===== src/rtl/mma_proto_pkg.sv =====
// ~~~~~~~~~~~~~~~~~~~~~~~~~~~~~~~~~~~~~~~~~~~~~~~~~~~~~~~~~~~~~~~~~~~~~~
// Host byte protocol of the matrix accelerator. Words go MSB first
// Response codes share the enum with the commands
// ~~~~~~~~~~~~~~~~~~~~~~~~~~~~~~~~~~~~~~~~~~~~~~~~~~~~~~~~~~~~~~~~~~~~~~
`default_nettype none

package mma_proto_pkg;

    typedef logic [7:0]  byte_t;                // One stream byte
    typedef logic [31:0] word_t;                // Element or dimension

    typedef enum byte_t {
        CMD_RX_A = 8'h01,                       // Load matrix A
        CMD_RX_B = 8'h02,                       // Load matrix B
        CMD_MUL  = 8'h03,                       // R = A x B
        CMD_TX_R = 8'h04,                       // Read back R
        RSP_DONE = 8'h05,                       // Multiply finished
        RSP_ACK  = 8'h06,                       // Matrix load complete
        RSP_ERR  = 8'hAA                        // Any failure
    } proto_code_e;

endpackage

`default_nettype wire


===== src/rtl/mac_unit.sv =====
// ~~~~~~~~~~~~~~~~~~~~~~~~~~~~~~~~~~~~~~~~~~~~~~~~~~~~~~~~~~~~~~~~~~~~~~
// Unsigned integer MAC, wraps modulo 2^32
// Result valid three cycles after the pair marked last
// ~~~~~~~~~~~~~~~~~~~~~~~~~~~~~~~~~~~~~~~~~~~~~~~~~~~~~~~~~~~~~~~~~~~~~~
`timescale 1ns/1ps
`default_nettype none

module mac_unit
    import mma_proto_pkg::*;
(
    input  logic  CLK100MHZ,
    input  logic  reset_i,
    input  logic  valid_i,
    input  logic  first_i,
    input  logic  last_i,
    input  word_t a_i,
    input  word_t b_i,
    output word_t result_o,
    output logic  result_valid_o
);

    word_t prod_q;                              // Stage one
    logic  v1, first1, last1;
    word_t acc_q;                               // Stage two
    logic  done2;                               // Last product accumulated

    always_ff @(posedge CLK100MHZ) begin
        if (reset_i) begin
            v1             <= 1'b0;
            done2          <= 1'b0;
            result_valid_o <= 1'b0;
        end else begin
            v1             <= valid_i;
            done2          <= v1 && last1;
            result_valid_o <= done2;
        end
        prod_q <= a_i * b_i;                    // Low 32 bits kept
        first1 <= first_i;
        last1  <= last_i;
        if (v1) acc_q <= (first1 ? '0 : acc_q) + prod_q;
        if (done2) result_o <= acc_q;           // Held while next element accumulates
    end

endmodule

`default_nettype wire


===== config.mk =====
export PLATFORM = sky130hd
export DESIGN_NAME = mac_unit
export DESIGN_NICKNAME = d
export VERILOG_FILES = /design/src/rtl/mma_proto_pkg.sv /design/src/rtl/mac_unit.sv
export SDC_FILE = /design/constraint.sdc
export NUM_CORES = 1
export LEC_CHECK = 0
export ABC_AREA = 0
export BUFFER_PORTS_ARGS = -buffer_cell sky130_fd_sc_hd__buf_2
export CORE_MARGIN = 2
export CORE_UTILIZATION = 49
export DETAILED_ROUTE_END_ITERATION = 8
export PLACE_DENSITY_LB_ADDON = 0.15
export SYNTH_ARGS = -nofsm -noshare
export SYNTH_HDL_FRONTEND = slang
export SYNTH_SLANG_ARGS = --single-unit

===== constraint.sdc =====
create_clock -name CLK100MHZ -period 6.9 [get_ports CLK100MHZ]
set_input_delay 1.035 -clock CLK100MHZ [delete_from_list [all_inputs] [get_ports CLK100MHZ]]
set_output_delay 1.035 -clock CLK100MHZ [all_outputs]
set_load 0.02 [all_outputs]

==> results.py, run 1 <==
metrics = {
    "run_status": {
        "status": "finished with violations",
        "violations": "negative setup slack",
    },
    "critical_path": {
        "worstPathArrival_ns": 7.25,
        "crit_start": "a_i[20]",
        "required_ns": 7.18,
        "crit_path_end_kind": "register",
        "crit_fanout": 8,
        "start_kind": "input port",
        "reg2reg_from": "first1$_DFF_P_",
        "crit_type": "input port to register",
    },
    "floorplan": {
        "rows": 74,
        "die_h_um": 207,
        "fp.coreArea_um2": 40700,
        "die_w_um": 207,
        "pin_count": 102,
        "dieArea_um2": 42700,
        "initial_core_util": 0.494,
    },
    "timing": {
        "finalSetupViolations": 4,
        "finalHoldViolCount": 0,
        "fin_ws_ns": -0.0661,
        "rsz0062_at_grt": "true",
        "post-route-period-util": 1.01,
        "relSlewSlack": 0.713,
        "min_period_ns": 6.97,
        "fin_worst_skew_ns": 0.00580,
        "fin_setup_tns_ns": -0.110,
        "whs_ns": 0.438,
        "worst_pin_slew_ns": 0.428,
        "report.final.slew_viol_count": 0,
        "timing.fmax_ghz": 0.144,
    },
    "placement": {
        "gp_congestion": 0.919,
        "port_buffers": 101,
        "dp_hpwl_um": 44300,
    },
    "clock_network": {
        "clkLatencyLatePin_ns": 0.34,
        "clk_path_buf_depth": 2,
        "cts.clk_slew.worst_paths_ns": 0.06,
        "numCtsBuffers": 9,
        "cts_sinks": 101,
        "cts.htree.levels": 3,
        "cts_hold_buf": 0,
        "cts_tree": "done",
        "cts-root-buf": "clkbuf_16",
    },
    "route": {
        "avgViaCountPerCell": 5.09,
        "antenna_left": 0,
        "wirelength_um": 52000,
        "drtIter0Drc": 828,
        "dr.pass1.iters": 5,
        "drc": 0,
        "via_count": 14683,
        "wl_per_cell_um": 18.0,
    },
    "synth": {
        "synthFlopType": "edfxtp_1",
        "synth_top_area_cell": "fa_1",
        "syn_area_um2": 20100,
        "async_reset_ff_frac": 0,
        "seq_area_frac_synth": 0.132,
        "synth_edf_count": 64,
        "yosys-top-cells-area": "fa_1, ha_1, edfxtp_1",
        "syn_avg_cell_area_um2": 9.56,
        "ys_warn_count": 0,
        "synth_nets": 2738,
        "synth_top_area_frac": 0.407,
        "postSynthCellCount": 2106,
        "yosys.cell_types.count": 63,
        "synth-seq-cells": 101,
    },
    "run": {
        "maxCapViolations": 0,
    },
    "grt": {
        "grt_pass1_wl_um": 83400,
        "grt_use_total": 0.253,
        "antenna_found_initial": 1,
        "grt_max_degree": 34,
        "grt-ovfl-total": 0,
        "grt_pass1_vias": 15810,
    },
    "cells_and_area": {
        "seq_area_um2": 2660,
        "areaGrowthSynthToFinish_pct": 18.2,
        "layout_common_cells": "fa_1, inv_1, nand2_1",
        "drive_gt1_frac": 0.191,
        "multiInputGateArea_um2": 16000,
        "nNetsFinal": 2979,
        "diodes": 0,
        "fill_cells": 3556,
        "mostFrequentLayoutCell": "fa_1",
    },
    "hold_path": {
        "hp-class": "register to register",
        "hold_path.startpoint": "last1$_DFF_P_",
    },
}
## per-stage QoR
| stage | cell area (um^2) | cells | util | worst slack [ns] |
|---|---|---|---|---|
| after CTS | 23300 | 2865 | 0.573 | -0.0579 |
| after global routing | 23800 | 2884 | 0.584 | -0.261 |
| after floorplan | 20300 | 2106 | - | -0.200 |
| final | 23800 | 2884 | 0.584 | -0.0661 |
| after detailed placement | 22700 | 2843 | 0.556 | -0.695 |
| after global placement | 22700 | 2843 | 0.556 | -0.556 |
## worst paths after layout
check                             end  slack (ns)  cells after the start
hold / removal       done2$_SDFF_PP0_        0.44                      2
setup / recovery   prod_q[28]$_DFF_P_       -0.07                     20
setup reg to reg  acc_q[20]$_DFFE_PP_        3.67                     13
hold reg to reg      done2$_SDFF_PP0_        0.44                      2
## synth_stat cells (4+ instances only)
cell type  count
dfxtp_1       37
nand4_1        4
o21bai_1       5
xor2_1        22
clkbuf_1      87
a211oi_1       4
edfxtp_1      64
buf_2          4
inv_1        403
a21o_1        18
nor2_1        35
or3_1          4
fa_1         409
nor2b_1       41
ha_1         154
nand2b_1      10
nand2_1      278
nand3_1        9
and2_1       272
a21oi_1       46
xnor2_1       89
o21ai_0       16
nor3_1        10
a31oi_1        5
and3_1         7
o21a_1         8
o21ai_1       14
## critical path, cell delays in order
cell and delay, ns:
buf_4 0.15, and2_4 0.16, fa_1 0.53, inv_1 0.05, fa_1 0.51, fa_1 0.48
fa_1 0.53, inv_2 0.05, fa_1 0.49, fa_1 0.54, fa_1 0.44, fa_1 0.58
ha_4 0.23, nor2b_1 0.13, o21ai_1 0.11, nand2b_1 0.09, or3_4 0.35, o211a_4 0.27
or4b_1 0.46, nand3_1 0.07
## sequential cells by signal (all words and copies together) (netlist names)
signal / flops
acc_q: 32
prod_q: 32
result_o: 32
done2: 1
first1: 1
last1: 1
result_valid_o: 1
v1: 1
## repair_timing
item,4_1_cts,5_1_grt
setup endpoints to repair,10,12
pin swaps,26,53
resized for setup,80,120
setup buffers,5,18
cloned,1,1
## metal layers
metal	global-route usage	share of wire	vias to the layer above
met2	0.416	0.46	359
met1	0.366	0.47	7439
met5	0	0.00019	-
met4	0.0451	0.016	2
li1	-	-	6823
met3	0.0312	0.055	60
## cells by family after synthesis
family / share of synthesized area
AO/OA/AOI/OAI: 0.0519
XOR/XNOR: 0.0483
adder cells (fa/ha/maj): 0.502
buffers and inverters: 0.0923
flip-flops: 0.132
multiplexers: 0.000497
AND/OR/NAND/NOR: 0.173
## final cells by class
class,count,share of cell area
timing repair buffer,321,0.113
multi-input combinational,1511,0.672
inverter,403,0.0635
tap,532,0.0280
clock buffer,10,0.00962
clock inverter,6,0.00268
sequential,101,0.112
Power of run 1 is left out: the tool's default activity adds up to more than one toggle a clock period on the data nets, which glitch-free logic cannot reach.
==> inputs of run 2 (changes only) <==
- PLACE_DENSITY: default -> 0.66
- PLACE_DENSITY_LB_ADDON: 0.15 -> default
==> run 2 against run 1 <==
Effect of this change:
- routed wire length shrank 4.0%
- the flow still finishes with violations (negative setup slack)
- first-iteration DRC count shrank 14%
- highest routed layer unchanged
- cell count shrank 0.59%
- non-clock buffer count shrank 18
- global-route usage shrank 0.98 points
- clock skew grew 0.00064 ns
- cell area shrank 1.4%
- via count shrank 0.34%
==> results.py, run 2 (synthesis results as in run 1) <==
metrics = {
    "clock_network": {
        "cts-root-buf": "clkbuf_16",
        "numCtsBuffers": 9,
        "clkLatencyLatePin_ns": 0.34,
        "clk_path_buf_depth": 2,
        "cts_sinks": 101,
        "cts.clk_slew.worst_paths_ns": 0.07,
        "cts_tree": "done",
        "cts.htree.levels": 3,
        "cts_hold_buf": 0,
    },
    "grt": {
        "met2_usage": 0.404,
        "grt-ovfl-total": 0,
        "grt_max_degree": 34,
        "grt_use_total": 0.243,
        "grt_pass1_wl_um": 81000,
        "met3_usage": 0.0253,
        "grtUsageMet1": 0.351,
        "top_usage_layer": "met2",
        "grt_pass1_vias": 15615,
        "antenna_found_initial": 1,
    },
    "critical_path": {
        "crit_type": "input port to register",
        "cp_top_family": "adder cells",
        "slowest_delay_ns": 0.59,
        "slowest_stage": "fa_2",
        "start_kind": "input port",
        "crit_path_end_kind": "register",
        "path_cells": "buf_12, buf_4, and2_1, fa_1, inv_1, fa_1, fa_1, fa_1, inv_1, fa_1, fa_2, fa_1, fa_2, ha_1, buf_4, nand2_2, nor4bb_1, a31oi_2, nand2_4, o211a_4, or4b_1, nand3_1",
        "worst-path-buf-inv": 5,
        "worstPathArrival_ns": 7.21,
        "required_ns": 7.18,
        "crit_path_frequent_cell": "fa_1",
        "crit_fanout": 6,
        "r2r_setup_slack_ns": 3.65,
    },
    "timing": {
        "fin_worst_skew_ns": 0.00644,
        "worst_pin_slew_ns": 0.468,
        "finalSetupViolations": 2,
        "post-route-period-util": 1.00,
        "min_period_ns": 6.92,
        "timing.fmax_ghz": 0.144,
        "fin_ws_ns": -0.0230,
        "relSlewSlack": 0.680,
        "report.final.slew_viol_count": 0,
        "rsz0062_at_grt": "true",
        "finalHoldViolCount": 0,
    },
    "cells_and_area": {
        "nNetsFinal": 2961,
        "seq_area_um2": 2660,
        "layout_common_cells": "inv_1, fa_1, nand2_1",
        "fill_cells": 3554,
        "mostFrequentLayoutCell": "inv_1",
        "areaGrowthSynthToFinish_pct": 16.5,
        "fin_util": 0.576,
        "multiInputGateArea_um2": 16000,
        "reg_top3": "acc_q x32, prod_q x32, result_o x32",
        "drive_gt1_frac": 0.176,
    },
    "floorplan": {
        "die_h_um": 207,
        "fp.coreArea_um2": 40700,
        "initial_core_util": 0.494,
        "pin_count": 102,
        "dieArea_um2": 42700,
        "rows": 74,
        "die_w_um": 207,
    },
    "run_status": {
        "violations": "negative setup slack",
        "status": "finished with violations",
    },
    "route": {
        "via_count": 14633,
        "wirelength_um": 49900,
        "antenna_left": 0,
        "drtIter0Drc": 715,
        "wl_per_cell_um": 17.4,
        "dr.pass1.iters": 6,
        "drc": 0,
        "avgViaCountPerCell": 5.10,
    },
    "placement": {
        "dp_hpwl_um": 42700,
        "gp_congestion": 0.937,
        "port_buffers": 101,
    },
    "run": {
        "maxCapViolations": 0,
    },
    "hold_path": {
        "hp-class": "register to register",
    },
}
run 2: path summary, 6_finish.rpt:
path	start	end	cells after the start
max	b_i[4]	prod_q[28]$_DFF_P_	22
min	last1$_DFF_P_	done2$_SDFF_PP0_	2
max reg2reg	first1$_DFF_P_	acc_q[20]$_DFFE_PP_	13
min reg2reg	last1$_DFF_P_	done2$_SDFF_PP0_	2
run 2: repair_timing:
action | CTS | global route
buffers inserted | 1 | 12
endpoints found under the setup margin | 7 | 12
resized for setup | 56 | 96
hold endpoints to repair | 0 | 0
pin swaps | 32 | 67
run 2: routing by layer:
metal / vias to the layer above / wire [um] / share of wire
met3: 50 / 2610 / 0.052
met2: 410 / 23300 / 0.47
li1: 6784 / - / -
met4: 2 / 742 / 0.015
met1: 7387 / 23200 / 0.47
met5: - / 13 / 0.00026
run 2: metrics by stage:
stage          hold slack, ns   TNS [ns]  worst slack (ns)  std cells  cell area, um^2
6_report                0.425    -0.0316           -0.0230       2867            23500
5_1_grt                 0.439     -0.801            -0.186       2866            23500
4_1_cts                 0.431  -0.000715         -0.000715       2855            23000
3_5_place_dp            0.417      -5.20            -0.559       2838            22600
3_3_place_gp            0.408      -4.64            -0.503       2838            22600
2_1_floorplan           0.395     -0.448            -0.200       2106            20300
run 2: layout make-up:
class / count / area share
Tap cell: 532 / 0.0284
Antenna cell: 1 / 0.000107
Sequential cell: 101 / 0.113
Inverter: 403 / 0.0645
Timing Repair Buffer: 303 / 0.100
Clock inverter: 7 / 0.00213
Clock buffer: 9 / 0.00960
Multi-Input combinational cell: 1511 / 0.682
run 2: worst reg2reg max path, stage by stage (launching register included):
cell	delay [ns]
dfxtp_1	0.30
buf_4	0.22
nor2b_1	0.17
ha_1	0.22
inv_1	0.07
fa_1	0.43
nor2b_1	0.13
o21a_1	0.15
o21ai_1	0.11
a211o_1	0.38
a21boi_2	0.29
nor2_1	0.12
o21a_1	0.21
o311ai_1	0.26
Power of run 2 is left out for the same reason.
==> inputs of run 3 (changes only) <==
- MAX_ROUTING_LAYER: default -> met4
==> run 3 against run 2 <==
Effect of this change:
- the run still ends with negative setup slack left
- via count shrank 0.68%
- worst hold slack lost 0.0085 ns
- die area is the same
- critical path type unchanged
- first-iteration DRC count grew 6.2%
- global-route usage grew 0.92 points
==> results.py, run 3 (synthesis results as in run 1) <==
metrics = {
    "run_status": {
        "status": "finished with violations",
        "violations": "negative setup slack",
    },
    "timing": {
        "timing.fmax_ghz": 0.144,
        "post-route-period-util": 1.01,
        "finalHoldViolCount": 0,
        "whs_ns": 0.417,
        "fin_setup_tns_ns": -0.0789,
        "report.final.slew_viol_count": 0,
        "finalSetupViolations": 2,
        "min_period_ns": 6.96,
        "rsz0062_at_grt": "true",
        "relSlewSlack": 0.698,
        "fin_ws_ns": -0.0627,
        "worst_pin_slew_ns": 0.441,
        "fin_worst_skew_ns": 0.00796,
    },
    "cells_and_area": {
        "drive_gt1_frac": 0.182,
        "areaGrowthSynthToFinish_pct": 17.5,
        "layout_common_cells": "inv_1, fa_1, nand2_1",
        "reg_top3": "acc_q x32, prod_q x32, result_o x32",
        "mostFrequentLayoutCell": "inv_1",
        "nNetsFinal": 2970,
        "layoutNonFillerInstCount": 2877,
        "fill_cells": 3566,
    },
    "critical_path": {
        "worst-path-buf-inv": 5,
        "slowest_delay_ns": 0.58,
        "crit_type": "input port to register",
        "crit_path_end_kind": "register",
        "r2r_setup_slack_ns": 3.74,
        "crit-reg2reg-capture": "acc_q[30]$_DFFE_PP_",
        "cp_top_family": "adder cells",
        "crit_path_frequent_cell": "fa_1",
        "required_ns": 7.19,
        "reg2regPathDepth": 13,
        "start_kind": "input port",
        "worstPathArrival_ns": 7.25,
        "reg2reg_from": "first1$_DFF_P_",
        "path_cells": "buf_12, and2_4, fa_1, inv_1, fa_1, fa_1, fa_1, inv_1, fa_1, inv_1, fa_1, inv_1, fa_1, fa_1, ha_4, and3_4, nand2_2, nor4bb_1, a31oi_1, nand2_4, o211a_4, or4b_4, nand3_2",
        "slowest_stage": "fa_1",
        "crit_fanout": 9,
    },
    "grt": {
        "grt_use_total": 0.252,
        "grt_pass1_wl_um": 81300,
        "grt_max_degree": 34,
        "grt_pass1_vias": 15546,
        "grt-ovfl-total": 0,
        "antenna_found_initial": 3,
    },
    "route": {
        "drtIter0Drc": 759,
        "wirelength_um": 49800,
        "drc": 0,
        "wl_per_cell_um": 17.3,
        "antenna_left": 0,
        "via_count": 14533,
        "avgViaCountPerCell": 5.05,
        "dr.pass1.iters": 5,
    },
    "clock_network": {
        "cts-root-buf": "clkbuf_16",
        "numCtsBuffers": 9,
        "clk_path_buf_depth": 2,
        "cts_sinks": 101,
        "cts_tree": "done",
        "cts.clk_slew.worst_paths_ns": 0.06,
        "cts.htree.levels": 3,
        "clkLatencyLatePin_ns": 0.35,
        "cts_hold_buf": 0,
    },
    "hold_path": {
        "worstHoldPathCells": 2,
        "hp-class": "register to register",
        "hold_path.startpoint": "last1$_DFF_P_",
        "min_to": "done2$_SDFF_PP0_",
    },
    "run": {
        "maxCapViolations": 0,
    },
    "floorplan": {
        "dieArea_um2": 42700,
        "die_h_um": 207,
        "initial_core_util": 0.494,
        "die_w_um": 207,
        "rows": 74,
        "pin_count": 102,
        "fp.coreArea_um2": 40700,
    },
    "placement": {
        "port_buffers": 101,
        "pre_cts_ws_ns": -0.621,
        "dp.cells": 2841,
        "dp_hpwl_um": 42700,
        "gp_congestion": 0.931,
    },
}
[run 3: cell types whose count changed in the layout (fill, tap and decap cells not counted), moves of 4 or more]
cell	previous run	this run
and2_1	260	256
fa_2	21	17
buf_12	7	14
and2_4	12	16
fa_1	388	392
[run 3: area by class of cell]
class                           instances  area (um^2)  area share
Antenna cell                            2         5.00    0.000211
Clock buffer                           12          246      0.0104
Clock inverter                          4         32.5     0.00137
Inverter                              403         1510      0.0639
Multi-Input combinational cell       1511        16000       0.676
Sequential cell                       101         2660       0.113
Tap cell                              532          666      0.0281
Timing Repair Buffer                  312         2530       0.107
[run 3: what timing repair did]
action / 4_1_cts / 5_1_grt
endpoints found under the hold margin: 0 / 0
endpoints found under the setup margin: 10 / 13
cloned: 2 / 1
gates resized for setup: 89 / 91
setup buffers: 7 / 9
pin swaps: 50 / 69
[run 3: routing by layer]
layer / vias up / global-route usage / routed length, um
li1: 6807 / - / -
met1: 7236 / 0.357 / 22800
met2: 435 / 0.398 / 22900
met3: 55 / 0.0257 / 3230
met4: 0 / 0.0527 / 890
met5: - / - / 0
[run 3: worst max path at each step]
stage	startpoint	to	slack [ns]	cells past startpoint
2_1_floorplan	b_i[4]	prod_q[28]$_DFF_P_	-0.20	23
3_3_place_gp	a_i[7]	prod_q[31]$_DFF_P_	-0.51	22
3_5_place_dp	b_i[5]	prod_q[30]$_DFF_P_	-0.62	22
4_1_cts	a_i[18]	prod_q[28]$_DFF_P_	-0.03	23
5_1_grt	b_i[5]	prod_q[28]$_DFF_P_	-0.25	23
6_report	a_i[16]	prod_q[28]$_DFF_P_	-0.06	23
[run 3: tightest hold or removal path, stage by stage, from the launching register on]
cell	delay (ns)
dfxtp_1	0.30
nand2_1	0.05
nor2_1	0.03
[run 3: per-stage QoR]
stage               instance area, um^2   util
floorplan                         20300      -
global placement                  22600  0.554
finish                            23700  0.581
global route                      23700  0.581
detailed placement                22600  0.554
CTS                               23300  0.571
Power of run 3 is left out for the same reason.
